===== config.mk =====
export PLATFORM = sky130hd
export DESIGN_NAME = rmii_rx_deserializer
export DESIGN_NICKNAME = d
export VERILOG_FILES = /design/src/hdl/rmii_pkg.sv /design/src/hdl/rmii_rx_deserializer.sv
export SDC_FILE = /design/constraint.sdc
export NUM_CORES = 1
export LEC_CHECK = 0
export BUFFER_PORTS_ARGS = -buffer_cell sky130_fd_sc_hd__buf_2
export CORE_MARGIN = 1.5
export CORE_UTILIZATION = 57
export DETAILED_ROUTE_END_ITERATION = 7
export HOLD_SLACK_MARGIN = 0.12
export PLACE_DENSITY_LB_ADDON = 0.12
export SETUP_SLACK_MARGIN = 0.02
export SYNTH_ARGS = -nofsm -noshare
export SYNTH_HDL_FRONTEND = slang
export SYNTH_SLANG_ARGS = --single-unit
export TNS_END_PERCENT = 50

===== constraint.sdc =====
create_clock -name clk_rmii -period 3.4 [get_ports clk_rmii]
set_input_delay 0.68 -clock clk_rmii [delete_from_list [all_inputs] [get_ports clk_rmii]]
set_output_delay 0.68 -clock clk_rmii [all_outputs]
set_load 0.02 [all_outputs]

===== src/hdl/rmii_pkg.sv =====
// Shared widths, bus address map, register indices, structs and FSM states for the RMII framer
`default_nettype none

package rmii_pkg;

   localparam int BUF_BYTES_LP = 2048;   // Bytes in each frame buffer

   typedef logic [10:0] byte_addr_t;     // Byte address into a buffer
   typedef logic [8:0]  word_addr_t;     // Word address into a buffer
   typedef logic [10:0] frame_len_t;     // Frame length in bytes
   typedef logic [7:0]  byte_t;
   typedef logic [31:0] word_t;
   typedef logic [1:0]  dibit_t;         // One RMII transfer

   // Regions decoded from bus address bits 12:11
   localparam logic [1:0] REGION_RXBUF_LP = 2'b00;
   localparam logic [1:0] REGION_REGS_LP  = 2'b01;
   localparam logic [1:0] REGION_TXBUF_LP = 2'b10;

   // Register indices from bus address bits 5:2
   localparam logic [3:0] REG_CTRL_LP = 4'd0;
   localparam logic [3:0] REG_TX_LP   = 4'd1;
   localparam logic [3:0] REG_MDIO_LP = 4'd2;
   localparam logic [3:0] REG_RX_LP   = 4'd3;

   localparam frame_len_t PREAMBLE_BYTES_LP = 11'd7;
   localparam byte_t      PREAMBLE_VAL_LP   = 8'h55;
   localparam byte_t      SFD_LP            = 8'hD5;
   localparam frame_len_t IFG_BYTES_LP      = 11'd12;   // Inter-frame gap

   typedef struct packed {
      logic        ce;
      logic        we;
      logic        sel;
      logic [12:0] addr;    // Byte address
      word_t       wdata;
      logic [3:0]  be;      // Byte enables for writes
   } bus_req_t;

   typedef struct packed {
      logic   en;
      dibit_t txd;
   } rmii_tx_t;

   typedef struct packed {
      logic phy_rst;
      logic mdio_oe;
      logic mdio_out;
      logic mdc;
   } mdio_out_t;

   typedef enum logic [1:0] {IDLE, PREAMBLE, DATA, GAP} tx_state_t;

   typedef enum logic {HUNT, FRAME} rx_state_t;

endpackage

`default_nettype wire


===== src/hdl/rmii_rx_deserializer.sv =====
// RMII receive path: finds the delimiter, packs dibits into bytes and writes the receive buffer
`default_nettype none

module rmii_rx_deserializer import rmii_pkg::*;
(
   input  logic       clk_rmii,
   input  logic       rstn,
   input  dibit_t     rxd_i,
   input  logic       crs_dv_i,
   input  logic       loopback_i,
   input  rmii_tx_t   tx_loop_i,
   input  logic       rx_hold_i,
   output byte_addr_t wr_addr_o,
   output logic       wr_we_o,
   output byte_t      wr_data_o,
   output logic       rx_done_o,
   output frame_len_t rx_len_o
);

   rx_state_t  state_q;
   dibit_t     dibit;
   logic       carrier;
   byte_t      shift_q;
   byte_t      shift_nxt;
   logic [1:0] dib_cnt_q;
   byte_addr_t cnt_q;
   logic       full_q;
   logic       drop_q;
   logic       sfd_hit;
   logic       byte_done;
   logic       frame_end;

   assign dibit     = loopback_i ? tx_loop_i.txd : rxd_i;
   assign carrier   = loopback_i ? tx_loop_i.en : crs_dv_i;
   assign shift_nxt = {dibit, shift_q[7:2]};   // LSB-first, newest dibit on top
   assign sfd_hit   = carrier && (shift_nxt == SFD_LP);
   assign byte_done = (state_q == FRAME) && carrier && (dib_cnt_q == 2'd3);
   assign frame_end = (state_q == FRAME) && !carrier;

   always_ff @(posedge clk_rmii)
   begin
      if (!rstn)
      begin
         state_q   <= HUNT;
         dib_cnt_q <= 2'd0;
         cnt_q     <= '0;
         full_q    <= 1'b0;
         drop_q    <= 1'b0;
         wr_we_o   <= 1'b0;
         rx_done_o <= 1'b0;
      end
      else
      begin
         wr_we_o   <= byte_done && !full_q;   // Bytes past the buffer end are dropped
         rx_done_o <= frame_end;
         case (state_q)
            HUNT:
            begin
               if (!carrier)
                  drop_q <= 1'b0;   // Line idle, ready for the next frame
               else if (sfd_hit && !drop_q)
               begin
                  if (rx_hold_i)
                     drop_q <= 1'b1;   // Previous frame not yet taken, skip this one
                  else
                  begin
                     state_q   <= FRAME;
                     dib_cnt_q <= 2'd0;
                     cnt_q     <= '0;
                     full_q    <= 1'b0;
                  end
               end
            end
            FRAME:
            begin
               if (frame_end)
                  state_q <= HUNT;
               else
                  dib_cnt_q <= dib_cnt_q + 2'd1;
               if (byte_done)
               begin
                  if (&cnt_q)
                     full_q <= 1'b1;   // Length saturates at the last address
                  else
                     cnt_q <= cnt_q + 1'b1;
               end
            end
            default: state_q <= HUNT;
         endcase
      end
   end

   always_ff @(posedge clk_rmii)
   begin
      shift_q <= shift_nxt;
      if (byte_done)
      begin
         wr_addr_o <= cnt_q;
         wr_data_o <= shift_nxt;
      end
      if (frame_end)
         rx_len_o <= cnt_q;
   end

   // Buffer writes only come out of a frame that was accepted
   assert property (@(posedge clk_rmii) disable iff (!rstn)
                    ((state_q == HUNT) || rx_hold_i) |-> !wr_we_o)
      else $error("rmii_rx_deserializer: buffer write outside an accepted frame");

endmodule

`default_nettype wire


Yosys cells after proc, flatten, opt, wreduce, memory -nomap -nowiden --
Cells that the tools add are included.
Word-level totals: logic and storage cells 66, output and inout bits 32, input port bits 10, register bits after elaboration 56
Operators by class: multiplexer cells 27, bitwise gates (word level) 1, $add $sub $neg 2, eq/ne operators 11, reduce and logical (&&, ||, !) cells 14
Operators with widths (count):
- $mux 11 | 5
- $pmux 11 s2 | 1
- $mux 1 | 13
- $ne 2x2->1 const B | 6
- $add 11x1->11 const B | 1
- $reduce_and 11->1 | 1
- $mux 2 | 5
- $reduce_and 5->1 | 2
- $eq 8x8->1 const B | 1
- $logic_and 1x1->1 | 6
- $ne 2x1->1 const B | 3
- $pmux 1 s2 | 2
- $pmux 2 s2 | 1
- $reduce_and 4->1 | 1
- $logic_not 1->1 | 3
- $reduce_and 3->1 | 1
- $add 2x1->2 const B | 1
- $eq 2x2->1 const B | 1
- $not 1->1 | 1

Longest topological paths before layout --
word-level depth 7, depth in mapped cells 6, depth with buffers taken out 5

Worst setup path after synthesis --
OpenSTA, ideal clock, no wires.
kind input -> register, from in loopback_i, to reg rx_len_o[0] (enable), slack 1.520 ns, data required time 3.022 ns, setup time 0.378 ns, cell stages on the path 2, arrival time 1.501 ns, cells stage by stage mux2_4 > nor2_1
On the way: longest elaborated chain between the ends 3
Ends and longest elaborated chain:
- from (decl) | RTL line rmii_rx_deserializer.sv:10 | input logic loopback_i,
- $mux 1 | RTL line rmii_rx_deserializer.sv:34 | assign carrier = loopback_i ? tx_loop_i.en : crs_dv_i;
- $logic_not 1->1
- $logic_and 1x1->1 | RTL line rmii_rx_deserializer.sv:38 | assign frame_end = (state_q == FRAME) && !carrier;
- named net frame_end | RTL line rmii_rx_deserializer.sv:31 | logic frame_end;
- to (signal assigned) | RTL line rmii_rx_deserializer.sv:102 | rx_len_o <= cnt_q;
- to (decl) | RTL line rmii_rx_deserializer.sv:17 | output frame_len_t rx_len_o
The timed path passes the listed nets, and every way through them passes these cells. A chain may end at the register's enable or synchronous reset.

Worst setup path after layout --
from reg cnt_q[0], to reg full_q
On the way: longest elaborated chain between the ends 3
Ends and longest elaborated chain:
- from (decl) | RTL line rmii_rx_deserializer.sv:26 | byte_addr_t cnt_q;
- from (signal assigned) | RTL line rmii_rx_deserializer.sv:85 | cnt_q <= cnt_q + 1'b1;
- $reduce_and 11->1 | RTL line rmii_rx_deserializer.sv:82 | if (&cnt_q)
- $ne 2x1->1 (no source line)
- $reduce_and 5->1 (no source line)
- to (signal assigned) | RTL line rmii_rx_deserializer.sv:47 | full_q <= 1'b0;
- to (signal assigned) | RTL line rmii_rx_deserializer.sv:70 | full_q <= 1'b0;
- to (signal assigned) | RTL line rmii_rx_deserializer.sv:83 | full_q <= 1'b1;
- to (decl) | RTL line rmii_rx_deserializer.sv:27 | logic full_q;
No other way between the ends.

==> impl_metrics.csv <==
group,metric,value,unit
run_status,status,"completed",
final_layout,layout_common_cells,"buf_2, edfxtp_1, dfxtp_1, nand2_1, nand3_1",
timing,tightest_slew,937,ps
synthesis,yosysSeqAreaShare,68.0,%
min_path,hp-class,"reg2reg",
placement,pre_cts_slack,1070,ps
timing,worst_slack,1280,ps
drt,antenna_left,0,
global_route,grt_first_pass_wirelength,5800,um
global_route,grt_usage,19.5,%
power_and_ir_drop,vdd_ir_drop_max,0.299,mV
floorplanning,fp.dieArea,3930,sq um
flow_run,cap_violations,0,
final_layout,multiInputGateArea,598,sq um
global_route,first_global_vias,1259,
final_layout,area_delta_synth_final,15.5,%
placement,dp_hpwl,2260,um
floorplanning,core_area,3390,sq um
final_layout,register_area,1380,sq um
timing,clock_skew,11.8,ps
synthesis,synth_cells,149,
cts,hold_buffers,0,
synthesis,synth_area_per_cell,13.6,sq um
timing,max_freq,471,MHz
drt,drt_iter0_drc,53,
drt,vias_per_cell,5.60,
critical_path,path_class,"reg2reg",
timing,slew_violations,0,
timing,layout_min_cycle_time,2120,ps
global_route,grt_max_degree,27,
critical_path,cp-end-kind,"flip-flop",
synthesis,synth.cell_area,2030,sq um
placement,place_congestion,0.819,
synthesis,yosysWarnings,0,
timing,slew_headroom,37.3,%
cts,clock_tree.htree_level_count,2,
final_layout,layout.nets,205,
global_route,gr-total-overflow,0,
floorplanning,rows,21,
cts,cts_sinks,54,
synthesis,synth.top_cells.by_area,"edfxtp_1, dfxtp_1, nand2_1",
synthesis,synth_cell_types,45,
final_layout,drive_gt1_share,33.0,%
cts,clock_latency,370,ps
placement,io_buffers,41,
critical_path,cp_data_required_time,3700,ps
drt,vias,1343,
timing,rsz0062_at_grt,"false",
power_and_ir_drop,cellLeakagePower,0.871,nW
timing,finalHoldViolCount,0,
critical_path,start_kind,"flip-flop",
drt,drt-total-wl,3420,um
timing,period_share,62.4,%
timing,fin_setup_tns,0,ps
cts,clock-root-buffer,"clkbuf_4",
global_route,antenna_found_initial,0,
synthesis,syn_nets,161,
power_and_ir_drop,power_density,449,nW/um^2
drt,dr.pass1.iters,4,
floorplanning,initial_core_util,59.9,%
synthesis,ys_seq_elements,54,
cts,cts_tree,"done",
cts,postCtsSetupRepairBufs,0,
final_layout,antenna_cells,0,
final_layout,n_fill_cell,261,
timing,setup_viol,0,
floorplanning,die_h,62.7,um
critical_path,crit_fanout,7,
cts,post_cts_resized,0,
synthesis,synth_top_area_share,44.3,%
floorplanning,die_w,62.7,um
cts,numCtsBuffers,5,
cts,cts_max_path_buffers,2,
floorplanning,pin_count,42,
final_layout,final_common_cell,"buf_2",
drt,post_drt_wl_per_cell,14.3,um
drt,drc,0,
cts,clk_pin_slew,130,ps
synthesis,yosysTopAreaCell,"edfxtp_1",
critical_path,arrival,2420,ps
## final timing paths
path / cells after the start / end / startpoint / slack (ps)
setup / recovery: 5 / full_q / cnt_q[0] / 1280
hold / removal: 0 / shift_q[2] / shift_q[4] / 370
setup reg to reg: 5 / full_q / cnt_q[0] / 1280
hold reg to reg: 0 / shift_q[2] / shift_q[4] / 370
## state kept, by name, indices dropped and copies added (netlist names)
register and count:
cnt_q 11, dib_cnt_q 2, drop_q 1, full_q 1, rx_done_o 1, rx_len_o 11
shift_q 6, state_q 1, wr_addr_o 11, wr_data_o 8, wr_we_o 1
## worst max-delay path, cell delays in order, from the launching register on
cell and delay [ps]:
dfxtp_1 450, ha_1 310, nand2_2 130, or4_1 720, a221o_1 320, a21oi_1 130
## cells in the mapped netlist
master,instances
nand3_1,6
o211ai_1,2
or4_1,2
dfxtp_1,24
o31a_1,2
nand2_1,13
clkinv_1,1
nor4_4,1
and4bb_2,1
inv_2,1
edfxtp_1,30
o21ai_0,1
o2111ai_1,1
o22ai_1,4
nand2_2,1
inv_1,5
clkbuf_1,2
nand4_1,1
nand2b_1,2
nor3b_1,2
and3_2,3
o2111ai_2,1
a311oi_1,4
clkbuf_8,1
mux2_4,2
mux2_2,1
nor3_1,4
o41ai_1,1
o31ai_1,1
a221o_1,1
nand4b_1,2
and2_1,1
o21ai_1,1
and3b_1,1
a21oi_1,3
ha_1,2
o311a_2,1
o221a_1,1
o221ai_1,1
a31oi_1,5
or2_2,1
nand3b_1,1
nand3_2,3
buf_2,1
nor2_1,4
## stage by stage
step                cells  cell area, sq um  utilization (%)  power, mW  hold WS, ps
floorplan             149              2030                -      0.722          339
global placement      232              2270             66.9      0.730          346
detailed placement    232              2270             66.9      0.731          359
CTS                   240              2350             69.3       1.06          377
global route          240              2350             69.3       1.09          391
finish                240              2350             69.3       1.05          372
## metal layers
metal / global-route usage (%) / part of all wire (%) / vias up
li1: - / - / 667
met1: 25.0 / 45 / 628
met2: 30.1 / 47 / 38
met3: 5.23 / 5.2 / 10
met4: 11.1 / 3.1 / 0
met5: 0 / 0 / -
## final cells by class
type                       count  share of cell area (%)
sequential                    54                    58.8
clock inverter                 2                    1.60
inverter                       7                    1.12
timing repair buffer          41                    8.74
clock buffer                   6                    1.76
multi-input combinational     84                    25.5
tap                           46                    2.45
## power by group
group          switching [mW]  internal [mW]
logic                  0.0129         0.0108
clock network           0.181          0.155
registers             0.00349          0.689
## kinds of logic (layout without fill, tap and decap cells)
kind of cell,count (synthesis),after routing,synth area share (%)
buffers and inverters,11,56,2.59
multiplexers,3,3,2.03
flip-flops,54,54,68.0
AO/OA/AOI/OAI,30,30,11.3
adder cells (fa/ha/maj),2,2,1.23
AND/OR/NAND/NOR,49,49,14.8
No activity file was read; power rests on OpenSTA's default activity.
