$ cat src/hdl/rmii_pkg.sv
// Shared widths, bus address map, register indices, structs and FSM states for the RMII framer
`default_nettype none

package rmii_pkg;

   localparam int BUF_BYTES_LP = 2048;   // Bytes in each frame buffer

   typedef logic [10:0] byte_addr_t;     // Byte address into a buffer
   typedef logic [8:0]  word_addr_t;     // Word address into a buffer
   typedef logic [10:0] frame_len_t;     // Frame length in bytes
   typedef logic [7:0]  byte_t;
   typedef logic [31:0] word_t;
   typedef logic [1:0]  dibit_t;         // One RMII transfer

   // Regions decoded from bus address bits 12:11
   localparam logic [1:0] REGION_RXBUF_LP = 2'b00;
   localparam logic [1:0] REGION_REGS_LP  = 2'b01;
   localparam logic [1:0] REGION_TXBUF_LP = 2'b10;

   // Register indices from bus address bits 5:2
   localparam logic [3:0] REG_CTRL_LP = 4'd0;
   localparam logic [3:0] REG_TX_LP   = 4'd1;
   localparam logic [3:0] REG_MDIO_LP = 4'd2;
   localparam logic [3:0] REG_RX_LP   = 4'd3;

   localparam frame_len_t PREAMBLE_BYTES_LP = 11'd7;
   localparam byte_t      PREAMBLE_VAL_LP   = 8'h55;
   localparam byte_t      SFD_LP            = 8'hD5;
   localparam frame_len_t IFG_BYTES_LP      = 11'd12;   // Inter-frame gap

   typedef struct packed {
      logic        ce;
      logic        we;
      logic        sel;
      logic [12:0] addr;    // Byte address
      word_t       wdata;
      logic [3:0]  be;      // Byte enables for writes
   } bus_req_t;

   typedef struct packed {
      logic   en;
      dibit_t txd;
   } rmii_tx_t;

   typedef struct packed {
      logic phy_rst;
      logic mdio_oe;
      logic mdio_out;
      logic mdc;
   } mdio_out_t;

   typedef enum logic [1:0] {IDLE, PREAMBLE, DATA, GAP} tx_state_t;

   typedef enum logic {HUNT, FRAME} rx_state_t;

endpackage

`default_nettype wire

$ cat src/hdl/rmii_tx_serializer.sv
// RMII transmit path: sends preamble, delimiter and buffer bytes as dibits, then the gap
`default_nettype none

module rmii_tx_serializer import rmii_pkg::*;
(
   input  logic       clk_rmii,
   input  logic       rstn,
   input  logic       tx_start_i,
   input  frame_len_t tx_len_i,
   output byte_addr_t rd_addr_o,
   input  byte_t      rd_data_i,
   output rmii_tx_t   tx_o,
   output logic       tx_busy_o
);

   tx_state_t  state_q;
   logic [1:0] dib_cnt_q;     // Dibit within the byte
   frame_len_t byte_cnt_q;    // Byte within the phase
   frame_len_t len_q;
   byte_t      cur_byte;
   dibit_t     cur_dibit;
   logic       sending;
   logic       byte_end;
   logic       phase_end;

   assign tx_busy_o = (state_q != IDLE);
   assign sending   = (state_q == PREAMBLE) || (state_q == DATA);
   assign byte_end  = (dib_cnt_q == 2'd3);

   always_comb
   begin
      if (state_q == DATA)
         cur_byte = rd_data_i;
      else if (byte_cnt_q == PREAMBLE_BYTES_LP)
         cur_byte = SFD_LP;   // Last byte of the preamble phase
      else
         cur_byte = PREAMBLE_VAL_LP;
   end

   assign cur_dibit = cur_byte[{dib_cnt_q, 1'b0} +: 2];   // LSB-first

   always_comb
   begin
      case (state_q)
         PREAMBLE: phase_end = (byte_cnt_q == PREAMBLE_BYTES_LP);
         DATA:     phase_end = (byte_cnt_q == len_q - 1'b1);
         GAP:      phase_end = (byte_cnt_q == IFG_BYTES_LP - 1'b1);
         default:  phase_end = 1'b0;
      endcase
   end

   always_ff @(posedge clk_rmii)
   begin
      if (!rstn)
      begin
         state_q    <= IDLE;
         dib_cnt_q  <= 2'd0;
         byte_cnt_q <= '0;
         tx_o       <= '0;
      end
      else
      begin
         tx_o.en  <= sending;
         tx_o.txd <= sending ? cur_dibit : 2'b00;   // Line held low when idle or in the gap
         if (state_q == IDLE)
         begin
            if (tx_start_i)
            begin
               state_q    <= PREAMBLE;
               dib_cnt_q  <= 2'd0;
               byte_cnt_q <= '0;
            end
         end
         else
         begin
            dib_cnt_q <= dib_cnt_q + 2'd1;
            if (byte_end)
            begin
               if (phase_end)
               begin
                  byte_cnt_q <= '0;
                  case (state_q)
                     PREAMBLE: state_q <= DATA;
                     DATA:     state_q <= GAP;
                     default:  state_q <= IDLE;
                  endcase
               end
               else
                  byte_cnt_q <= byte_cnt_q + 1'b1;
            end
         end
      end
   end

   always_ff @(posedge clk_rmii)
   begin
      if ((state_q == IDLE) && tx_start_i)
      begin
         len_q     <= tx_len_i;
         rd_addr_o <= '0;   // First byte is ready before the delimiter ends
      end
      else if ((state_q == DATA) && (dib_cnt_q == 2'd2))
         rd_addr_o <= rd_addr_o + 1'b1;   // Next byte arrives as this one ends
   end

   // The register block must hold back starts while a frame is in flight
   assert property (@(posedge clk_rmii) disable iff (!rstn) tx_start_i |-> !tx_busy_o)
      else $error("rmii_tx_serializer: start while busy");

endmodule

`default_nettype wire

$ cat config.mk
export PLATFORM = sky130hd
export DESIGN_NAME = rmii_tx_serializer
export DESIGN_NICKNAME = d
export VERILOG_FILES = /design/src/hdl/rmii_pkg.sv /design/src/hdl/rmii_tx_serializer.sv
export SDC_FILE = /design/constraint.sdc
export NUM_CORES = 1
export LEC_CHECK = 0
export BUFFER_PORTS_ARGS = -buffer_cell sky130_fd_sc_hd__buf_4
export CORE_ASPECT_RATIO = 1.1
export CORE_MARGIN = 4
export CORE_UTILIZATION = 33
export DETAILED_ROUTE_END_ITERATION = 6
export PLACE_DENSITY = 0.5
export SYNTH_ARGS = -nofsm -noshare
export SYNTH_HDL_FRONTEND = slang
export SYNTH_SLANG_ARGS = --single-unit
export TNS_END_PERCENT = 5
$ cat constraint.sdc
create_clock -name clk_rmii -period 7.96 [get_ports clk_rmii]
set_input_delay 0.796 -clock clk_rmii [delete_from_list [all_inputs] [get_ports clk_rmii]]
set_output_delay 0.796 -clock clk_rmii [all_outputs]
set_load 0.005 [all_outputs]
Word-level counts from Yosys, hierarchy flattened. Index checks and enable logic that the tools add are counted.

Add/sub/neg operators: 4. Equality and inequality tests: 9. Shifts and indexed selects: 1. Muxes and demuxes: 14. Reductions and logical operators: 10.

Operator list (number): $mux 11 (4); $add 11x1->11 const B (2); $mux 8 (2); $mux 2 (6); $eq 11x11->1 (1); $eq 11x3->1 const B (1); $eq 11x4->1 const B (1); $sub 11x1->11 const B (1); $eq 2x2->1 const B (4); $shiftx 8x4->2 (1); $reduce_bool 2->1 (3); $pmux 2 s2 (1); $reduce_and 2->1 (2); $pmux 1 s3 (1); $reduce_and 3->1 (1); $add 2x1->2 const B (1); $eq 2x1->1 const B (1); $logic_and 1x1->1 (2); $logic_not 2->1 (1); $ne 2x2->1 const B (1); $logic_or 1x1->1 (1).

Flip-flop bits (word level): 40. Bits of input ports: 22. Output and inout port bits: 15. Word-level logic and storage cells: 45.

Depth between registers and ports, before layout. Gate-level depths: netlist (run 1).

Depth in word-level cells: 6. Depth in mapped cells: 11. Gate-level depth less buffers: 10.

Worst setup path before layout (run 1). No wires, ideal clock.

Path kind: reg-to-reg. From: reg len_q[2]. To: reg byte_cnt_q[2]. Arrival: 2.700 ns. Required time: 7.888 ns. Slack: 5.188 ns. Cell stages (with the launch flop): 10. Path buffers: 1. Path through: edfxtp_1 or4_4 or2_2 xor2_1 a22o_1 o2111a_2 a2111oi_4 buf_6 nand2_1 mux2i_1.

Cells in the longest elaborated chain, start to end: 6.

RTL lines: start, declared (line rmii_tx_serializer.sv:19) `frame_len_t len_q;`; start signal, assigned (line rmii_tx_serializer.sv:99) `len_q <= tx_len_i;`; $sub 11x1->11 (line rmii_tx_serializer.sv:46) `DATA: phase_end = (byte_cnt_q == len_q - 1'b1);`; $eq 11x11->1 (line rmii_tx_serializer.sv:46); $pmux 1 s3 (line rmii_tx_serializer.sv:44) `case (state_q)`; $mux 11 (line rmii_tx_serializer.sv:79) `if (phase_end)`; $mux 11 (line rmii_tx_serializer.sv:77) `if (byte_end)`; $mux 11 (line rmii_tx_serializer.sv:65) `if (state_q == IDLE)`; end signal, assigned (line rmii_tx_serializer.sv:89) `byte_cnt_q <= byte_cnt_q + 1'b1;`; end, declared (line rmii_tx_serializer.sv:18) `frame_len_t byte_cnt_q;`.

Every way passes these cells. The select of a mux whose other input is x is not followed. A chain may end at the register's enable or synchronous reset.

Worst setup path after layout (run 1).
From: reg len_q[6]. To: reg byte_cnt_q[2].

Same word-level chain as after synthesis.

==> flow_summary.yaml, run 1 <==
clocking:
  clk_root_buffer_cell: "clkbuf_8"
  ctsResizeCount: 0
  clock_path_buffers: 2
  cts_inserted_buffers: 5
  worstSkewPairLatency_ns: 0.30
  clk_pin_slew_worst_paths_ns: 0.08
  hold_buffers: 0
  h-tree-depth: 2
  clock_sinks: 40
  cts_tree: "yes"
  cts_setup_buffers: 0
power_and_ir_drop:
  power_per_cell_area_nw_per_um2: 181
  peakVddDrop_uv: 78.1
  total_leakage_power_nw: 1.12
final_layout:
  fin_nets: 315
  drive_above_1_share: 0.186
  diodes: 0
  regArea_um2: 911
  stdcell_area_um2: 2800
  n_fill_cell: 691
  multiInputGateArea_um2: 1310
  mostFrequentLayoutCell: "buf_4"
  final_cell_mix: "buf_4 (36), dfxtp_1 (29), nor2_1 (23)"
  syn2layout_area_growth_pct: 20.5
hold_path:
  hold_path.class: "reg2reg"
  min_from: "state_q[1]$_SDFFE_PN0P_"
  min_delay_worst_endpoint: "state_q[1]$_SDFFE_PN0P_"
  holdPathStages: 2
yosys:
  synth_nets: 283
  yosysWarnings: 0
  synth_area_per_cell_um2: 9.21
  mappedNetlistArea_um2: 2320
  synthArstFlopShare: 0
  yosysSeqAreaShare: 0.393
  synthFlopType: "dfxtp_1"
  yosysUniqueCellTypes: 49
  syn-instance-count: 252
  synth_edf_count: 11
  synth-seq-cells: 40
placed_design:
  port_buffers: 36
  hpwl_um: 3840
  placed_area_um2: 2640
  gp_congestion: 0.721
timing:
  fin_tns_setup_ns: 0
  rsz0062_at_grt: "no"
  timing.fmax_mhz: 310
  tightest_slew_ns: 1.04
  relSlewSlack: 0.310
  hold_violations: 0
  finalClockSkew_ns: 0.00349
  setup_viol: 0
  finalCriticalPeriod_ns: 3.23
  finalCritPeriodShare: 0.406
  finalMaxSlewViolations: 0
global_route:
  grt_use_total: 0.139
  grt_first_pass_wirelength_um: 9170
  grt_pass1_vias: 1938
  grt_start_max_net_pins: 26
  grt_overflow_total: 0
  antenna_found_initial: 0
die:
  start_util: 0.346
  die-area_um2: 8440
  fp.dieW_um: 87.9
  fp.dieH_um: 95.9
  core_region_area_um2: 6710
  rows: 31
  io_pins: 37
setup_path:
  rr_endpoint: "byte_cnt_q[2]$_SDFFE_PN0P_"
  regToRegSetupSlack_ns: 4.73
  ff2ff_path_depth: 8
  start_kind: "register"
  cp-end-kind: "register"
  critPathMaxFanout: 14
  arrival_ns: 3.46
  worst-setup-path-type: "reg2reg"
  r2r_start: "len_q[6]$_DFFE_PP_"
  required_ns: 8.19
outcome:
  status: "complete, no violations"
routing:
  routed_via_density: 5.28
  dr.pass1.iters: 4
  drt.antenna.violating_nets: 0
  dr.first_iter.drc_count: 113
  wirelength_um: 5210
  drc: 0
  wl_per_cell_um: 14.2
  vias: 1936
job:
  drv_cap: 0
-- sequential cells by signal, indices dropped and copies added (netlist names) --
signal and count:
state_q 2, tx_o 3, dib_cnt_q 2, len_q 11
byte_cnt_q 11, rd_addr_o 11
-- synthesized netlist by cell type, types with 6 or more instances --
master    number  area, µm²
nor4_1         7       43.8
dfxtp_1       29        581
inv_1         13       48.8
nor2_1        23       86.3
and3_1        10       62.6
clkbuf_1       8       30.0
ha_1           9        113
nand2_1       21       78.8
mux2i_1        6       60.1
edfxtp_1      11        330
xnor2_1        8       70.1
a21oi_1        9       45.0
nand3b_1       6       45.0
o21ai_0        7       35.0
xor2_1        12        105
nand3_1       13       65.1
-- layer usage --
layer  share of wire  track usage  vias to the layer above
met5               0            0                        -
met1            0.49        0.177                      914
met3           0.041       0.0317                        7
li1                -            -                      979
met4           0.018       0.0537                        0
met2            0.45        0.229                       36
-- critical path, cell delays in order, from the launching register on --
cell and delay, ns:
edfxtp_1 0.53, or4_1 0.61, or4_1 0.45, a21oi_2 0.18, xnor2_1 0.10, o2111a_2 0.18, a2111oi_4 0.78, a22oi_1 0.16
mux2i_1 0.18
-- report_power, final --
group	leakage, nW	internal [mW]	switching, mW
Combinational	0.703	0.0283	0.0291
Sequential	0.339	0.218	0.00918
Clock	0.0765	0.144	0.0775
Total	1.12	0.391	0.116
-- metrics by stage --
stage	worst slack [ns]	cells	util	hold slack [ns]	total power [mW]
floorplan	5.19	252	-	0.471	0.269
global placement	4.84	359	0.394	0.487	0.289
detailed placement	4.75	359	0.394	0.492	0.290
CTS	4.72	367	0.417	0.508	0.516
global route	4.51	367	0.417	0.549	0.530
finish	4.73	367	0.417	0.506	0.506
-- how the worst max path moves through the flow --
stage	to	cells after the start	from
after floorplan	byte_cnt_q[2]$_SDFFE_PN0P_	9	len_q[2]$_DFFE_PP_
after global placement	byte_cnt_q[7]$_SDFFE_PN0P_	8	len_q[2]$_DFFE_PP_
after detailed placement	byte_cnt_q[2]$_SDFFE_PN0P_	8	len_q[2]$_DFFE_PP_
after CTS	byte_cnt_q[2]$_SDFFE_PN0P_	8	len_q[6]$_DFFE_PP_
after global routing	byte_cnt_q[7]$_SDFFE_PN0P_	8	len_q[2]$_DFFE_PP_
final	byte_cnt_q[2]$_SDFFE_PN0P_	8	len_q[6]$_DFFE_PP_
-- kinds of logic after synthesis --
logic type                 Yosys count  share of synthesized area
muxes                                8                     0.0453
xor gates and xnor gates            21                     0.0852
adders and majority gates            9                     0.0485
DFF                                 40                      0.393
and+or+nand+nor                    110                      0.252
buffers and inverters               24                     0.0432
AOI/OAI and AO/OA                   40                      0.133
-- final cells by class --
cell class	count	area share
clock buffer	6	0.0336
clock inverter	2	0.0215
inverter	13	0.0175
multi-input combinational	188	0.468
sequential	40	0.326
tap	82	0.0367
timing repair buffer	36	0.0967
Note: power is estimated with default switching activity, not from simulation.
==> inputs of run 2 (changes only) <==
- ABC_AREA: unset -> 1
- PLACE_DENSITY: 0.5 -> 0.52
- clock period: 7.96 -> 2.9 ns (I/O delays scaled with it)
==> run 2 against run 1 <==
  * Worst hold slack got worse by 0.33 ns
  * Clock-buffer cell count decreased by 1
  * Power increased to 2.5 times the previous value
  * First-iteration DRC count decreased by 38%
  * Worst setup slack got worse by 4.2 ns
  * Global-route usage decreased by 0.71 points
  * Largest power group unchanged
==> flow_summary.yaml, run 2 <==
outcome:
  status: "complete, no violations"
power_and_ir_drop:
  power.switching_uw: 345
  internal_power_uw: 941
  peakVddDrop_uv: 178
  total_leakage_power_nw: 1.29
  power.share.sequential: 0.487
  comb_power_share: 0.161
  power_per_cell_area_nw_per_um2: 442
  power_frac_clock: 0.352
  sw_frac_of_total: 0.268
setup_path:
  cp_cell_sequence: "ha_1, inv_1, nand3_1, nand3_1, nor2_1, nand2_1, nor2_2, nand3_1, nor2_1, nand3_1, nand2_2, nor2_2, nand2_1, a21oi_2"
  cp-end-kind: "register"
  critPathMostFrequentCell: "nand3_1"
  crit_start: "state_q[0]$_SDFFE_PN0P_"
  arrival_ns: 2.57
  worst-setup-path-type: "reg2reg"
  crit_slowest_cell: "inv_1"
  regToRegSetupSlack_ns: 0.55
  r2r_start: "state_q[0]$_SDFFE_PN0P_"
  crit_family: "simple AND/OR/NAND/NOR gates"
  critPathMaxFanout: 21
  slowest_delay_ns: 0.44
  worst-path-buf-inv: 1
  required_ns: 3.12
  start_kind: "register"
global_route:
  grt_start_max_net_pins: 22
  antenna_found_initial: 0
  grt_use_total: 0.132
  grt_pass1_vias: 2365
  grt_first_pass_wirelength_um: 9960
  grt_overflow_total: 0
final_layout:
  syn2layout_area_growth_pct: 18.2
  n_fill_cell: 775
  multiInputGateArea_um2: 1290
  diodes: 0
  drive_above_1_share: 0.161
  largest_registers: "byte_cnt_q (11), len_q (11), rd_addr_o (11)"
  mostFrequentLayoutCell: "nand2_1"
  utilization: 0.409
  final_cell_mix: "nand2_1 (86), inv_1 (54), buf_4 (37)"
  fin_nets: 422
  regArea_um2: 911
die:
  start_util: 0.346
  rows: 32
  core_region_area_um2: 7130
  fp.dieH_um: 98.6
  fp.dieW_um: 90.4
  io_pins: 37
  die-area_um2: 8910
timing:
  rsz0062_at_grt: "no"
  finalCritPeriodShare: 0.810
  setup_viol: 0
  relSlewSlack: 0.620
  finalMaxSlewViolations: 0
  hold_violations: 0
  fin_tns_setup_ns: 0
  finalClockSkew_ns: 0.00627
  finalCriticalPeriod_ns: 2.35
  tightest_slew_ns: 0.569
  timing.fmax_mhz: 426
yosys:
  syn-instance-count: 355
  netlist_top_cells_count: "nand2_1 (86), inv_1 (54), nor2_1 (35)"
  mappedNetlistArea_um2: 2460
  yosysUniqueCellTypes: 33
  synth_area_per_cell_um2: 6.94
  synth-seq-cells: 40
  yosysMostFrequentCell: "nand2_1"
  synth_nets: 386
  synthArstFlopShare: 0
  synth_edf_count: 11
  synth_top_area_cell: "dfxtp_1"
  yosysSeqAreaShare: 0.370
  synth_top_area_share: 0.236
  synth_area_leaders: "dfxtp_1 (24%), edfxtp_1 (13%), nand2_1 (13%)"
  synthFlopType: "dfxtp_1"
  yosysWarnings: 0
hold_path:
  min_from: "tx_len_i[8]"
  hold_path.class: "in2reg"
routing:
  dr.pass1.iters: 4
  routed_via_density: 4.84
  vias: 2307
  dr.first_iter.drc_count: 70
  wl_per_cell_um: 11.7
  drt.antenna.violating_nets: 0
  wirelength_um: 5570
  drc: 0
clocking:
  clk_root_buffer_cell: "clkbuf_8"
  clock_sinks: 40
  h-tree-depth: 2
  hold_buffers: 0
  cts_setup_buffers: 0
  worstSkewPairLatency_ns: 0.29
  cts_inserted_buffers: 5
  cts_tree: "yes"
  clk_pin_slew_worst_paths_ns: 0.08
  ctsResizeCount: 0
  clock_path_buffers: 2
placed_design:
  port_buffers: 36
  hpwl_um: 4440
  gp_congestion: 0.839
job:
  drv_cap: 0
-- run 2: changes by cell type after synthesis, sizes merged, moves of 13 or more --
cell / change
nand3: +14
nor2: +18
a21oi: +14
inv: +43
nand4: +13
nand2: +70
-- run 2: layer usage --
layer	global-route usage	vias to the layer above	wire [µm]	share of wire
li1	-	1220	-	-
met1	0.154	1034	2550	0.46
met2	0.239	41	2740	0.49
met3	0.0252	12	169	0.030
met4	0.0554	0	110	0.020
met5	0	-	0	0
-- run 2: power groups by stage --
| stage | registers, mW | clock network [mW] | logic [mW] |
|---|---|---|---|
| 6_report | 0.626 | 0.453 | 0.207 |
| 5_1_grt | 0.631 | 0.488 | 0.244 |
| 4_1_cts | 0.626 | 0.473 | 0.210 |
| 3_5_place_dp | 0.640 | 0 | 0.209 |
| 3_3_place_gp | 0.639 | 0 | 0.208 |
| 2_1_floorplan | 0.633 | 0 | 0.140 |
-- run 2: area by class of cell --
cell class	instances	share of cell area
inverters	56	0.0722
flip-flops and latches	40	0.313
clock buffers	5	0.0236
multi-input cells	251	0.445
clock inverters	3	0.0146
well taps	85	0.0365
repair buffers	37	0.0954
-- run 2: kinds of logic after synthesis --
family | count (synthesis) | share of synthesized area
simple gates | 194 | 0.363
buf+inv | 64 | 0.104
compound gates | 41 | 0.0925
flops | 40 | 0.370
fa+ha+maj | 9 | 0.0457
xor+xnor | 7 | 0.0249
-- run 2: worst paths after layout --
path,cells after the start,endpoint
worst max-delay path,14,byte_cnt_q[8]$_SDFFE_PN0P_
worst min-delay path,1,len_q[8]$_DFFE_PP_
worst max register to register,14,byte_cnt_q[8]$_SDFFE_PN0P_
worst min register to register,2,rd_addr_o[6]$_SDFFE_PP0P_
-- run 2: worst reg2reg max path, stage by stage, from the launching register on --
cell	delay, ns
dfxtp_1	0.35
ha_1	0.24
inv_1	0.44
nand3_1	0.13
nand3_1	0.11
nor2_1	0.04
nand2_1	0.07
nor2_2	0.04
nand3_1	0.06
nor2_1	0.04
nand3_1	0.07
nand2_2	0.08
nor2_2	0.35
nand2_1	0.12
a21oi_2	0.12
-- run 2: metrics by stage --
step | hold slack, ns | setup slack, ns | area (µm²) | std cells | total power [mW]
floorplan | 0.389 | 0.976 | 2460 | 355 | 0.774
global placement | 0.469 | 0.571 | 2800 | 469 | 0.847
detailed placement | 0.471 | 0.526 | 2800 | 469 | 0.849
CTS | 0.158 | 0.504 | 2910 | 477 | 1.31
global route | 0.159 | 0.156 | 2910 | 477 | 1.36
finish | 0.173 | 0.550 | 2910 | 477 | 1.29
