`src/hdl/rmii_pkg.sv`:
```
// Shared widths, bus address map, register indices, structs and FSM states for the RMII framer
`default_nettype none

package rmii_pkg;

   localparam int BUF_BYTES_LP = 2048;   // Bytes in each frame buffer

   typedef logic [10:0] byte_addr_t;     // Byte address into a buffer
   typedef logic [8:0]  word_addr_t;     // Word address into a buffer
   typedef logic [10:0] frame_len_t;     // Frame length in bytes
   typedef logic [7:0]  byte_t;
   typedef logic [31:0] word_t;
   typedef logic [1:0]  dibit_t;         // One RMII transfer

   // Regions decoded from bus address bits 12:11
   localparam logic [1:0] REGION_RXBUF_LP = 2'b00;
   localparam logic [1:0] REGION_REGS_LP  = 2'b01;
   localparam logic [1:0] REGION_TXBUF_LP = 2'b10;

   // Register indices from bus address bits 5:2
   localparam logic [3:0] REG_CTRL_LP = 4'd0;
   localparam logic [3:0] REG_TX_LP   = 4'd1;
   localparam logic [3:0] REG_MDIO_LP = 4'd2;
   localparam logic [3:0] REG_RX_LP   = 4'd3;

   localparam frame_len_t PREAMBLE_BYTES_LP = 11'd7;
   localparam byte_t      PREAMBLE_VAL_LP   = 8'h55;
   localparam byte_t      SFD_LP            = 8'hD5;
   localparam frame_len_t IFG_BYTES_LP      = 11'd12;   // Inter-frame gap

   typedef struct packed {
      logic        ce;
      logic        we;
      logic        sel;
      logic [12:0] addr;    // Byte address
      word_t       wdata;
      logic [3:0]  be;      // Byte enables for writes
   } bus_req_t;

   typedef struct packed {
      logic   en;
      dibit_t txd;
   } rmii_tx_t;

   typedef struct packed {
      logic phy_rst;
      logic mdio_oe;
      logic mdio_out;
      logic mdc;
   } mdio_out_t;

   typedef enum logic [1:0] {IDLE, PREAMBLE, DATA, GAP} tx_state_t;

   typedef enum logic {HUNT, FRAME} rx_state_t;

endpackage

`default_nettype wire

```
`src/hdl/eth_regs.sv`:
```
// Bus register block: control, transmit start, MDIO bits, receive status, interrupt and read mux
`default_nettype none

module eth_regs import rmii_pkg::*;
(
   input  logic       clk_rmii,
   input  logic       rstn,
   input  bus_req_t   bus_i,
   input  word_t      rxbuf_rdata_i,
   input  word_t      txbuf_rdata_i,
   output word_t      rdata_o,
   input  logic       mdio_i,
   output mdio_out_t  mdio_o,
   output logic       loopback_o,
   output logic       tx_start_o,
   output frame_len_t tx_len_o,
   input  logic       tx_busy_i,
   input  logic       rx_done_i,
   input  frame_len_t rx_len_i,
   output logic       rx_hold_o,
   output logic       eth_irq_o
);

   logic [1:0] region;
   logic [3:0] reg_idx;
   logic       bus_rd;
   logic       regs_wr;
   logic       tx_accept;
   logic       loopback_q;
   logic       irq_en_q;
   logic       sync_q;
   logic       eth_irq_q;
   logic       tx_start_q;
   frame_len_t tx_len_q;
   frame_len_t rx_len_q;
   mdio_out_t  mdio_q;
   logic [1:0] rd_region_q;
   word_t      reg_val;
   word_t      reg_rdata_q;

   assign region  = bus_i.addr[12:11];
   assign reg_idx = bus_i.addr[5:2];
   assign bus_rd  = bus_i.ce & bus_i.sel & ~bus_i.we;
   assign regs_wr = bus_i.ce & bus_i.sel & bus_i.we & (region == REGION_REGS_LP);

   // A start is taken only when idle and nothing is pending
   assign tx_accept = regs_wr && (reg_idx == REG_TX_LP) && (bus_i.wdata[10:0] != '0) &&
                      !tx_busy_i && !tx_start_q;

   assign loopback_o = loopback_q;
   assign tx_start_o = tx_start_q;
   assign tx_len_o   = tx_len_q;
   assign rx_hold_o  = sync_q;
   assign eth_irq_o  = eth_irq_q;
   assign mdio_o     = mdio_q;

   always_ff @(posedge clk_rmii)
   begin
      if (!rstn)
      begin
         loopback_q  <= 1'b0;
         irq_en_q    <= 1'b0;
         sync_q      <= 1'b0;
         eth_irq_q   <= 1'b0;
         tx_start_q  <= 1'b0;
         tx_len_q    <= '0;
         rx_len_q    <= '0;
         mdio_q      <= '0;
         rd_region_q <= 2'b11;   // Reads zero until the first read
      end
      else
      begin
         tx_start_q <= tx_accept;
         eth_irq_q  <= sync_q & irq_en_q;
         if (tx_accept)
            tx_len_q <= bus_i.wdata[10:0];
         if (regs_wr && (reg_idx == REG_CTRL_LP))
            {irq_en_q, loopback_q} <= bus_i.wdata[1:0];
         if (regs_wr && (reg_idx == REG_MDIO_LP))
            mdio_q <= bus_i.wdata[3:0];
         if (rx_done_i)
         begin
            sync_q   <= 1'b1;   // Set wins over a clear in the same cycle
            rx_len_q <= rx_len_i;
         end
         else if (regs_wr && (reg_idx == REG_RX_LP))
            sync_q <= 1'b0;
         if (bus_rd)
            rd_region_q <= region;
      end
   end

   always_comb
   begin
      case (reg_idx)
         REG_CTRL_LP: reg_val = {30'd0, irq_en_q, loopback_q};
         REG_TX_LP:   reg_val = {tx_busy_i | tx_start_q, 20'd0, tx_len_q};
         REG_MDIO_LP: reg_val = {27'd0, mdio_i, mdio_q};
         REG_RX_LP:   reg_val = {eth_irq_q, sync_q, 19'd0, rx_len_q};
         default:     reg_val = '0;
      endcase
   end

   always_ff @(posedge clk_rmii)
   begin
      if (bus_rd && (region == REGION_REGS_LP))
         reg_rdata_q <= reg_val;   // Same latency as the buffer word ports
   end

   always_comb
   begin
      case (rd_region_q)
         REGION_RXBUF_LP: rdata_o = rxbuf_rdata_i;
         REGION_REGS_LP:  rdata_o = reg_rdata_q;
         REGION_TXBUF_LP: rdata_o = txbuf_rdata_i;
         default:         rdata_o = '0;
      endcase
   end

endmodule

`default_nettype wire

```
`config.mk`:
```
export PLATFORM = sky130hd
export DESIGN_NAME = eth_regs
export DESIGN_NICKNAME = d
export VERILOG_FILES = /design/src/hdl/rmii_pkg.sv /design/src/hdl/eth_regs.sv
export SDC_FILE = /design/constraint.sdc
export NUM_CORES = 1
export LEC_CHECK = 0
export BUFFER_PORTS_ARGS = -buffer_cell sky130_fd_sc_hd__buf_2
export CAP_MARGIN = 30
export CORE_ASPECT_RATIO = 0.75
export CORE_MARGIN = 2
export CORE_UTILIZATION = 41
export DETAILED_ROUTE_END_ITERATION = 7
export GPL_ROUTABILITY_DRIVEN = 0
export GPL_TIMING_DRIVEN = 0
export PLACE_DENSITY = 0.91
export SYNTH_ARGS = -nofsm -noshare
export SYNTH_HDL_FRONTEND = slang
export SYNTH_SLANG_ARGS = --single-unit
```
`constraint.sdc`:
```
create_clock -name clk_rmii -period 2.15 [get_ports clk_rmii]
set_clock_uncertainty 0.1 [all_clocks]
set_input_delay 0.1075 -clock clk_rmii [delete_from_list [all_inputs] [get_ports clk_rmii]]
set_output_delay 0.1075 -clock clk_rmii [all_outputs]
set_load 0.03 [all_outputs]
```
Yosys cells after proc, flatten, opt, wreduce, memory -nomap -nowiden. Cells that the tools add are included.

Word-level logic and storage cells: 44. Register bits: 65. Output and inout bits: 51. Input port bits: 132.

Multiplexer cells: 4. Bitwise logic cells: 7. Equality and inequality tests: 6. Reduce and logical (&&, ||, !) cells: 14.

Operators by type and width (count): $pmux 32 s4 (1); $pmux 32 s3 (1); $reduce_bool 11->1 (1); $eq 4x2->1 const B (2); $logic_and 1x1->1 (8); $and 1x1->1 (5); $eq 2x1->1 const B (2); $eq 4x1->1 const B (1); $logic_not 4->1 (1); $eq 2x2->1 const B (1); $logic_not 1->1 (2); $logic_not 2->1 (1); $mux 1 (2); $reduce_bool 2->1 (1); $not 1->1 (1); $or 1x1->1 (1).

Logic depth before layout (Yosys ltp). Gate-level depths: netlist of run 1.

Depth after elaboration: 7. Gate-level depth with buffers: 5. Mapped depth without buffers: 4.

Least setup slack after synthesis of run 1. Ideal clock, no wire load.

Path type: flip-flop to output port. Start point: register rd_region_q[1]. End point: output port rdata_o[10]. Arrival time: 1.850 ns. Stages on the path, launching flop included: 5. Slack: 0.092 ns. Path buffers: 2. Required time: 1.942 ns. Cells stage by stage: dfxtp_1 > clkbuf_1 > clkbuf_1 > mux2i_1 > o21ai_0.

Word-level cells in the longest chain between the ends: 2. Elaborated cells between the ends (all ways): 4. Classes of those cells: eq/ne (2); mux (1); reduce/logical (1).

RTL lines: start: declaration (line eth_regs.sv:37) `logic [1:0] rd_region_q;`; start signal: assignment (line eth_regs.sv:89) `rd_region_q <= region;`; $eq 2x2->1, or another cell as far along (line eth_regs.sv:112) `case (rd_region_q)`; $pmux 32 s3 (*) (line eth_regs.sv:112); end: declaration (line eth_regs.sv:11) `output word_t rdata_o,`.

Mark *: on every way between the ends. The rest lies on a longest branch, timed or not.

Final worst setup path of run 1.
Start point: register tx_start_q (netlist: tx_start_o). End point: register tx_len_q[1] (netlist: tx_len_o[1]).

Word-level cells in the longest chain between the ends: 2.

RTL lines: start: declaration (line eth_regs.sv:33) `logic tx_start_q;`; start signal: assignment (line eth_regs.sv:73) `tx_start_q <= tx_accept;`; $logic_not 1->1 (line eth_regs.sv:48) `!tx_busy_i && !tx_start_q;`; $logic_and 1x1->1 (line eth_regs.sv:48); end signal: assignment (line eth_regs.sv:76) `tx_len_q <= bus_i.wdata[10:0];`; end: declaration (line eth_regs.sv:34) `frame_len_t tx_len_q;`.

Every way passes these cells. A chain may end at the register's enable or synchronous reset.

==> impl_results.md, run 1 <==
- Layout Nets: 580
- Crit Reg-Reg Startpoint: tx_start_o$_SDFF_PN0_
- Setup-failing EPs final: 0
- RSZ-0062 raised after global routing: no
- Slew margin rel.: 0.3897
- Status: finished, violations left
- Max Fclk: between 500 and 600 MHz
- Sequential area share after synthesis: 0.4183
- Area post-placement: ~3400 um^2
- Share of cells above drive strength 1: 0.3786
- DRC Markers: 0
- Synth Cell Area: 2512 um^2
- Final hold slack: -0.03096 ns
- Peak VDD IR: ~0.30 mV
- Core ar.: about 5900 um^2
- WHS Endpoint: rx_len_q[6]$_SDFFE_PN0P_
- Arrival @ worst endpoint: roughly 2.1 ns
- IO Pins: ~180
- Post-synthesis compound-gate area fraction: 0.07520
- Clock insertion delay at the later pin of the skew report: 0.30 ns
- Average wire per standard cell: 16.14 um
- Clk buf depth: 2
- Crit-path slowest cell: or4b_4
- Die Y: about 70 um
- Syn_nets: 407
- Power per cell area: just over 500 nW/um^2
- Final period util: 0.9044
- All-Layer GR Usage: 0.2516
- Largest family of logic cells by synthesized area: multiplexers
- DR vias/cell: just over 5
- Min-delay worst type: in -> reg
- Clk sink count: 46
- First-pass iteration count of the detailed router: 4
- Rows: 24
- First-pass GRT wire length: 13050 um
- H-tree depth: 2
- Critical path class: reg -> reg
- Reg2reg end: tx_len_o[1]$_SDFFE_PN0P_
- Clock slew at reported path FFs: ~0.08 ns
- Worst Tran Pin Value: between 0.9 and 1 ns
- CTS tree: done
- Die area: between 6000 and 7000 um^2
- Number of synthesized register bits: 46
- Critical path cell sequence: or4b_4, or4_4, nor2_4, mux2i_1
- Setup TNS: 0 ns
- GR Overflow Total: 0
- Worst Setup Start Kind: register
- TritonCTS buffer count: 5
- Post-synthesis mux area share: 0.2679
- Worst Hold Launch: rx_len_i[6]
- Largest stage delay on the critical path: ~0.53 ns
- Reg2reg setup slack: 0.21 ns
- WP data required: between 2 and 2.5 ns
- Final Max Slew Viols: 0
- Synth unique cells: 34
- Synthesized area per cell: slightly above 9 um^2
- Failing checks: hold timing
- Root Driver: clkbuf_8
- Fin. Hold Viols: 1
- Vias: roughly 2700
- Post-synthesis adder-cell area fraction: 0
- Yosys Warn Count: 0
- Routed WL: 8508 um
- Initial antenna violation count: 0
- Hold Crit Depth: 3
- Reg2reg path depth: 4
- Final Critical Period: between 1.5 and 2 ns
- Port Buf Inserts: between 100 and 150
- Remaining antenna violation count: 0
- Synth-to-Final Area Change: 45.12%
- Worst-path fanout max: 4
- DR iter-0 viols: roughly 160
- Post-DP HPWL: roughly 6600 um
- Max_cap viols: 0
- Largest net degree at the start of global routing: 14
- Leakage: 1.891 nW
- Initial Util: 0.4291
- Fin area: 3646 um^2
- Die W: 94.39 um
- Diode count: 0
- Vias in the first global route: approximately 2700
- Mapped Cells: 275
- Crit. End Element: register
- Simple-gate share of the synthesized area: 0.2057
- Xor/xnor cell area share of the yosys netlist: 0
==> power breakdown <==
| group | total [mW] | switching (mW) | internal [mW] |
|---|---|---|---|
| Combinational | 0.410 | 0.225 | 0.185 |
| Clock | 0.543 | 0.284 | 0.260 |
| Sequential | 0.920 | 0.0143 | 0.906 |
==> worst max-delay path by stage <==
stage	start	end	slack (ns)	cells past startpoint
2_1_floorplan	rd_region_q[1]$_SDFFE_PN1N_	rdata_o[10]	0.09	4
3_3_place_gp	bus_i[49]	reg_rdata_q[8]$_DFFE_PP_	-0.08	3
3_5_place_dp	rd_region_q[1]$_SDFFE_PN1N_	rdata_o[4]	0.15	5
4_1_cts	rd_region_q[1]$_SDFFE_PN1N_	rdata_o[4]	0.07	5
5_1_grt	rd_region_q[0]$_SDFFE_PN1N_	rdata_o[3]	0.09	5
6_report	tx_start_o$_SDFF_PN0_	tx_len_o[1]$_SDFFE_PN0P_	0.21	4
==> repair_timing <==
| action | in CTS | in global routing |
|---|---|---|
| hold endpoints to repair | 21 | 0 |
| setup buffers | 0 | 0 |
| resized for setup | 3 | 5 |
| hold buffers | 20 | 0 |
| endpoints found under the setup margin | 29 | 16 |
==> cells in the mapped netlist <==
cell type / number / area [um^2]
a21oi_1: 8 / 40.04
a22oi_1: 3 / 22.52
and2_1: 2 / 12.51
and2b_1: 1 / 7.510
and3_1: 2 / 12.51
buf_1: 3 / 11.26
buf_6: 1 / 11.26
clkbuf_1: 12 / 45.04
clkbuf_4: 1 / 7.510
clkinv_1: 1 / 3.750
dfxtp_1: 33 / 660.6
edfxtp_1: 13 / 390.4
inv_1: 1 / 3.750
mux2_2: 3 / 33.78
mux2i_1: 59 / 590.6
mux4_1: 1 / 26.28
mux4_2: 1 / 22.52
nand2_1: 36 / 135.1
nand2b_1: 1 / 6.260
nand3_1: 8 / 40.04
nand3b_1: 1 / 7.510
nor2_1: 46 / 172.7
nor2_4: 1 / 11.26
nor2b_1: 2 / 12.51
nor3_1: 2 / 10.01
nor4_1: 4 / 25.02
nor4_4: 1 / 21.27
o21a_1: 1 / 7.510
o21ai_0: 15 / 75.07
o21ai_1: 7 / 35.03
o31a_1: 1 / 8.760
or2_0: 1 / 6.260
or4_4: 2 / 22.52
or4b_4: 1 / 13.76
==> cells in the final DEF, fill, tap and decap left out, types with 2 or more instances in the layout <==
| cell type | n |
|---|---|
| edfxtp_1 | 13 |
| mux2_2 | 3 |
| clkbuf_8 | 6 |
| dfxtp_1 | 33 |
| or4_4 | 2 |
| nor4_1 | 4 |
| buf_2 | 148 |
| mux2i_1 | 59 |
| clkbuf_2 | 2 |
| nor2b_1 | 2 |
| dlygate4sd3_1 | 20 |
| clkbuf_1 | 8 |
| a21oi_1 | 8 |
| buf_1 | 3 |
| and3_1 | 2 |
| o21ai_0 | 15 |
| clkbuf_4 | 2 |
| a22oi_1 | 3 |
| nand3_1 | 8 |
| and2_1 | 2 |
| nor2_1 | 46 |
| o21ai_1 | 7 |
| nand2_1 | 36 |
==> flip-flops by register name (all words and copies together), names as in the netlist <==
signal / flops
reg_rdata_q: 13
rx_len_q: 11
tx_len_o: 11
mdio_o: 4
rd_region_q: 2
eth_irq_o: 1
irq_en_q: 1
loopback_o: 1
rx_hold_o: 1
tx_start_o: 1
==> stage by stage <==
step	setup slack, ns	instances	hold WS, ns	utilization	power [mW]
after floorplan	0.09214	275	0.1315	-	1.152
after global placement	-0.07693	500	0.2403	0.5714	1.305
after detailed placement	0.1458	500	0.2517	0.5722	1.315
after CTS	0.07248	528	0.001565	0.6227	1.872
after global routing	0.09368	527	0.01119	0.6227	1.944
final	0.2056	527	-0.03096	0.6227	1.874
==> worst max-delay path: cells and delay by family, from the launching register on <==
kind,cells,cell delay (ns)
and+or+nand+nor,3,1.22
DFF,1,0.33
muxes,1,0.22
==> routing by layer <==
layer,routed length (um),vias up,part of all wire,track usage
met1,3293,1248,0.39,0.2921
met3,820,29,0.096,0.06625
li1,-,1311,-,-
met5,0,-,0,0
met2,4098,143,0.48,0.4397
met4,295,0,0.035,0.1095
==> cell families (layout without fill, tap and decap cells) <==
family / count (synthesis) / in the layout
muxes: 64 / 64
DFF: 46 / 46
and+or+nand+nor: 111 / 111
buffers and inverters: 19 / 193
AOI/OAI and AO/OA: 35 / 35
==> final cells by class <==
cell class	instances	area, um^2
tap	78	97.59
multi-input combinational	210	1384
sequential	46	1051
timing repair buffer	167	935.9
buffer	16	78.83
inverter	2	7.507
fill	516	2210
clock buffer	7	86.33
clock inverter	1	5.005
(Power assumes the default switching activity.)
==> run 2: changes to the inputs <==
==> constraint.sdc (replaced) <==
create_clock -name clk_rmii -period 2.15 [get_ports clk_rmii]
set_clock_uncertainty 0.1 [all_clocks]
set_input_delay 0.43 -clock clk_rmii [delete_from_list [all_inputs] [get_ports clk_rmii]]
set_output_delay 0.43 -clock clk_rmii [all_outputs]
set_load 0.03 [all_outputs]
==> run 2 against run 1 <==
The run now ends clean. Clock-buffer cell count down 2. Routed wire length decreased by 8.0%. Total power rose by 4.5%. Cell count fell by 3.6%. Sequential share of layout area rose by 1.4 points.
==> impl_results.md, run 2 (synthesis gave the netlist of run 1 again) <==
- Status: completed (was finished, violations left)
- RSZ-0062 raised after global routing: yes (was no)
- Most frequent cells in the layout: 147 x buf_2, 59 x mux2i_1, 46 x nor2_1 (was 148 x buf_2, 59 x mux2i_1, 46 x nor2_1)
- Routed WL: 7831 um (was 8508 um)
- Crit Reg-Reg Startpoint: tx_start_o$_SDFF_PN0_ (unchanged)
- Die W: 94.39 um (unchanged)
- Share of cells above drive strength 1: 0.4056 (was 0.3786)
- Max Fclk: 488.7 MHz (was 514.3 MHz)
- Final period util: 0.9518 (was 0.9044)
- Reg2reg end: tx_len_o[1]$_SDFFE_PN0P_ (unchanged)
- Worst-path fanout max: 10 (was 4)
- Fin. Hold Viols: 0 (was 1)
- Largest stage delay on the critical path: 0.45 ns (was 0.53 ns)
- Max FFs per register: 13 (unchanged)
- First-pass iteration count of the detailed router: 4 (unchanged)
- Crit-path slowest cell: dfxtp_2 (was or4b_4)
- Die Y: 71.80 um (unchanged)
- Leakage: 1.827 nW (was 1.891 nW)
- Setup Buffers After CTS: 0 (unchanged)
- Power per cell area: 561.8 nW/um^2 (was 513.9 nW/um^2)
- Final Max Slew Viols: 0 (unchanged)
- Clock slew at reported path FFs: 0.09 ns (was 0.08 ns)
- Area post-placement: 3352 um^2 (was 3351 um^2)
- Initial antenna violation count: 1 (was 0)
- Largest net degree at the start of global routing: 16 (was 14)
- Reg2reg setup slack: 0.19 ns (was 0.21 ns)
- All-Layer GR Usage: 0.2340 (was 0.2516)
- Hold buffer count at cts: 0 (was 20)
- Worst Setup Start Kind: register (unchanged)
- Final Critical Period: 2.046 ns (was 1.944 ns)
- TritonCTS buffer count: 5 (unchanged)
- Synth-to-Final Area Change: 38.79% (was 45.12%)
- Reg2reg path depth: 4 (unchanged)
- Reg with most FFs: reg_rdata_q (unchanged)
- Remaining antenna violation count: 0 (unchanged)
- Rows: 24 (unchanged)
- Peak VDD IR: 0.5294 mV (was 0.3002 mV)
- Commonest non-fill, non-tap cell in the layout: buf_2 (unchanged)
- Hold Crit Depth: 3 (unchanged)
- Worst Tran Pin Value: 0.8726 ns (was 0.9104 ns)
- Initial Util: 0.4291 (unchanged)
- Worst path bufs/invs: 2 (was 0)
- Vias: 2543 (was 2731)
- Root Driver: clkbuf_8 (unchanged)
- Port Buf Inserts: 147 (unchanged)
- Max_cap viols: 0 (unchanged)
- WHS Endpoint: rx_len_q[3]$_SDFFE_PN0P_ (was rx_len_q[6]$_SDFFE_PN0P_)
- Crit. End Element: primary output (was register)
- Min-delay worst type: in -> reg (unchanged)
- Fin area: 3487 um^2 (was 3646 um^2)
- Critical path class: reg -> out (was reg -> reg)
- IO Pins: 183 (unchanged)
- Layout Nets: 560 (was 580)
- Clk sink count: 46 (unchanged)
- Critical path cell sequence: clkbuf_4, mux2i_1, nor2_1, buf_2 (was or4b_4, or4_4, nor2_4, mux2i_1)
- Setup-failing EPs final: 0 (unchanged)
- Vias in the first global route: 2518 (was 2673)
- Die area: 6777 um^2 (unchanged)
- Slew margin rel.: 0.4151 (was 0.3897)
- DRC Markers: 0 (unchanged)
- WP data required: 1.62 ns (was 2.27 ns)
- Post-DP HPWL: 6450 um (was 6582 um)
- CTS tree: done (unchanged)
- Arrival @ worst endpoint: 1.52 ns (was 2.07 ns)
- Worst Hold Launch: rx_len_i[3] (was rx_len_i[6])
- Stages on worst setup path: 4 (unchanged)
- Clk buf depth: 2 (unchanged)
- DR vias/cell: 5.006 (was 5.182)
- Fill cells: 531 (was 516)
- Total power: 1.959 mW (was 1.874 mW)
- CP delay by family, top: buffers and inverters (was simple AND/OR/NAND/NOR gates)
- H-tree depth: 2 (unchanged)
- First-pass GRT wire length: 12380 um (was 13050 um)
- Clock insertion delay at the later pin of the skew report: 0.31 ns (was 0.30 ns)
- DR iter-0 viols: 101 (was 158)
- GR Overflow Total: 0 (unchanged)
- Core ar.: 5856 um^2 (unchanged)
- Average wire per standard cell: 15.42 um (was 16.14 um)
## run 2: stage by stage
stage                     setup TNS (ns)  hold WS (ns)  utilization  setup WS [ns]  instances
after floorplan                        0        0.3275            -        0.02497        275
after global placement            -5.147        0.3559       0.5716        -0.3547        500
after detailed placement          -1.064        0.3636       0.5724        -0.1317        500
after CTS                              0        0.2509       0.5938        0.07094        507
after global routing            -0.03014        0.2758       0.5955       -0.01629        508
final                                  0        0.2608       0.5955         0.1036        508
## run 2: worst max-delay path by stage
stage	startpoint	to	slack (ns)
detailed placement	bus_i[38]	tx_len_o[1]$_SDFFE_PN0P_	-0.13
floorplan	bus_i[51]	reg_rdata_q[0]$_DFFE_PP_	0.02
finish	rd_region_q[1]$_SDFFE_PN1N_	rdata_o[28]	0.10
global route	rd_region_q[1]$_SDFFE_PN1N_	rdata_o[9]	-0.02
CTS	rd_region_q[0]$_SDFFE_PN1N_	rdata_o[6]	0.07
global placement	bus_i[51]	reg_rdata_q[6]$_DFFE_PP_	-0.35
## run 2: worst reg2reg max path: cells and delay by family, from the launching register on
kind             cells  cell delay, ns
AND/OR/NAND/NOR      3            1.22
flip-flops           1            0.33
multiplexers         1            0.23
## run 2: layer usage
metal  GRT usage  share of wire  wire length, um  vias to the layer above
met5           0              0                0                        -
met4     0.06924          0.018              142                        0
met3     0.05258          0.082              641                       12
met2      0.4127           0.48             3787                      106
met1      0.2873           0.42             3259                     1151
li1            -              -                -                     1274
## run 2: power breakdown
part | total [mW] | internal [mW] | leakage, nW | switching, mW
registers | 0.920 | 0.906 | 0.368 | 0.0137
clock network | 0.657 | 0.349 | 0.0585 | 0.308
logic | 0.382 | 0.165 | 1.40 | 0.218
## run 2: timing repair
action	in CTS	in global routing
resized for setup	9	4
pin swaps	0	0
cloned	0	0
endpoints found under the setup margin	29	10
## run 2: final cells by class
type | count | area, um^2 | area share
Buffer | 16 | 86.33 | 0.02476
Antenna cell | 1 | 2.502 | 0.0007176
Multi-Input combinational cell | 210 | 1391 | 0.3990
Clock inverter | 3 | 43.79 | 0.01256
Timing Repair Buffer | 147 | 735.7 | 0.2110
Sequential cell | 46 | 1054 | 0.3021
Clock buffer | 5 | 68.82 | 0.01973
Inverter | 2 | 7.507 | 0.002153
Tap cell | 78 | 97.59 | 0.02799
==> run 3: changes to the inputs <==
- HOLD_SLACK_MARGIN: default -> 0.12
- PLACE_DENSITY: 0.91 -> default
- PLACE_DENSITY_LB_ADDON: default -> 0.3
==> run 3 against run 2 <==
Worst setup slack improved by 0.0091 ns. Die area unchanged. Critical path depth increased by 1. Sequential power about the same. Cell area decreased by 1.1%. Register-to-register slack improved by 0.02 ns. First-iteration DRC count decreased by 26%. Cell count decreased by 0.20%.
==> impl_results.md, run 3 (synthesis gave the netlist of run 1 again) <==
- P_sw: 0.5015 mW (was 0.5394 mW)
- Diode count: 0 (was 1)
- Initial antenna violation count: 0 (was 1)
- Remaining antenna violation count: 0 (unchanged)
- Die Y: 71.80 um (unchanged)
- Max Fclk: 490.8 MHz (was 488.7 MHz)
- Flop pwr share: 0.510 (was 0.470)
- Setup Buffers After CTS: 0 (unchanged)
- Routed WL: 7450 um (was 7831 um)
- Switching portion of total power: 0.2782 (was 0.2754)
- Die W: 94.39 um (unchanged)
- Reg with most FFs: reg_rdata_q (unchanged)
- Final hold slack: 0.2691 ns (was 0.2608 ns)
- All-Layer GR Usage: 0.2109 (was 0.2340)
- Combinational share of power: 0.209 (was 0.195)
- Layout Nets: 560 (unchanged)
- Commonest non-fill, non-tap cell in the layout: buf_2 (unchanged)
- Final period util: 0.9476 (was 0.9518)
- Post-DP HPWL: 5975 um (was 6450 um)
- Leakage: 1.802 nW (was 1.827 nW)
- First-pass GRT wire length: 11220 um (was 12380 um)
- Most frequent cells in the layout: 147 x buf_2, 59 x mux2i_1, 46 x nor2_1 (unchanged)
- TritonCTS buffer count: 5 (unchanged)
- DR iter-0 viols: 75 (was 101)
- DRC Markers: 0 (unchanged)
- DR vias/cell: 4.955 (was 5.006)
- Final Max Slew Viols: 0 (unchanged)
- GR Overflow Total: 0 (unchanged)
- Rows: 24 (unchanged)
- Max FFs per register: 13 (unchanged)
- Fin area: 3447 um^2 (was 3487 um^2)
- Fill cells: 522 (was 531)
- Worst Setup Start Kind: register (unchanged)
- Post-CTS Resized: 9 (unchanged)
- Initial Util: 0.4291 (unchanged)
- Min-delay worst type: in -> reg (unchanged)
- First-pass iteration count of the detailed router: 4 (unchanged)
- Clock insertion delay at the later pin of the skew report: 0.29 ns (was 0.31 ns)
- Max_cap viols: 0 (unchanged)
- Crit. End Element: primary output (unchanged)
- Multi-input gate area: 1386 um^2 (was 1391 um^2)
- Status: completed (unchanged)
- Slew margin rel.: 0.3778 (was 0.4151)
- H-tree depth: 2 (unchanged)
- Final Critical Period: 2.037 ns (was 2.046 ns)
- Fin. Hold Viols: 0 (unchanged)
- Clk buf depth: 2 (unchanged)
- Seq. cell area: 1054 um^2 (unchanged)
- Worst-path fanout max: 10 (unchanged)
- Power per cell area: 523.0 nW/um^2 (was 561.8 nW/um^2)
- Pint: 1.301 mW (was 1.420 mW)
- Vias: 2512 (was 2543)
- Clock share of power: 0.281 (was 0.335)
- Peak VDD IR: 0.3559 mV (was 0.5294 mV)
- Share of cells above drive strength 1: 0.3986 (was 0.4056)
- Area post-placement: 3352 um^2 (unchanged)
- Die area: 6777 um^2 (unchanged)
- Clk sink count: 46 (unchanged)
- Arrival @ worst endpoint: 1.51 ns (was 1.52 ns)
- WP data required: 1.62 ns (about the same)
- Vias in the first global route: 2315 (was 2518)
- IO Pins: 183 (unchanged)
- Worst Tran Pin Value: 0.9282 ns (was 0.8726 ns)
- Port Buf Inserts: 147 (unchanged)
- RSZ-0062 raised after global routing: yes (unchanged)
- Largest net degree at the start of global routing: 14 (was 16)
- CTS tree: done (unchanged)
- Average wire per standard cell: 14.69 um (was 15.42 um)
- Root Driver: clkbuf_8 (unchanged)
- Setup-failing EPs final: 0 (unchanged)
- Critical path class: reg -> out (unchanged)
- Hold buffer count at cts: 0 (unchanged)
- Clock slew at reported path FFs: 0.08 ns (was 0.09 ns)
- Synth-to-Final Area Change: 37.20% (was 38.79%)
- Core ar.: 5856 um^2 (unchanged)
[run 3: per-stage QoR]
step	power (mW)	TNS [ns]	std cells	setup WS (ns)	util
2_1_floorplan	1.155	0	275	0.02497	-
3_3_place_gp	1.305	-6.321	500	-0.3874	0.5716
3_5_place_dp	1.314	-2.014	500	-0.1236	0.5724
4_1_cts	1.811	0	507	0.03597	0.5882
5_1_grt	1.887	-0.004832	507	-0.004832	0.5887
6_report	1.803	0	507	0.1127	0.5887
[run 3: per-layer routing]
layer  track usage  wire length [um]  vias up
met5             0                 0        -
met4       0.04348                66        0
met3       0.03996               569        7
met2        0.3460              3472      105
met1        0.2931              3341     1128
li1              -                 -     1272
[run 3: critical path, cell delays in order, from the launching register on]
cell      delay [ns]
dfxtp_2         0.39
nor2b_2         0.21
clkbuf_4        0.21
nand2_1         0.07
o21ai_1         0.10
buf_2           0.22
[run 3: final cells by class]
cell class | count | area share
well taps | 78 | 0.02831
clock buffers | 8 | 0.02323
inverters | 2 | 0.002178
plain buffers | 16 | 0.02505
multi-input cells | 210 | 0.4022
repair buffers | 147 | 0.2134
flip-flops and latches | 46 | 0.3056
[run 3: path summary, 6_finish.rpt]
kind	cells after the start	start	slack, ns	endpoint
max reg2reg	4	tx_start_o$_SDFF_PN0_	0.21	tx_len_o[2]$_SDFFE_PN0P_
min	3	rx_len_i[5]	0.27	rx_len_q[5]$_SDFFE_PN0P_
min reg2reg	2	irq_en_q$_SDFFE_PN0P_	0.37	eth_irq_o$_SDFF_PN0_
max	5	rd_region_q[0]$_SDFFE_PN1N_	0.11	rdata_o[10]
[run 3: power groups by stage]
stage                     registers, mW  clock network [mW]  logic (mW)
final                             0.920               0.506       0.377
after global routing              0.922               0.556       0.408
after detailed placement          0.937                   0       0.377
after global placement            0.936                   0       0.369
after CTS                         0.920               0.513       0.378
after floorplan                   0.936                   0       0.219
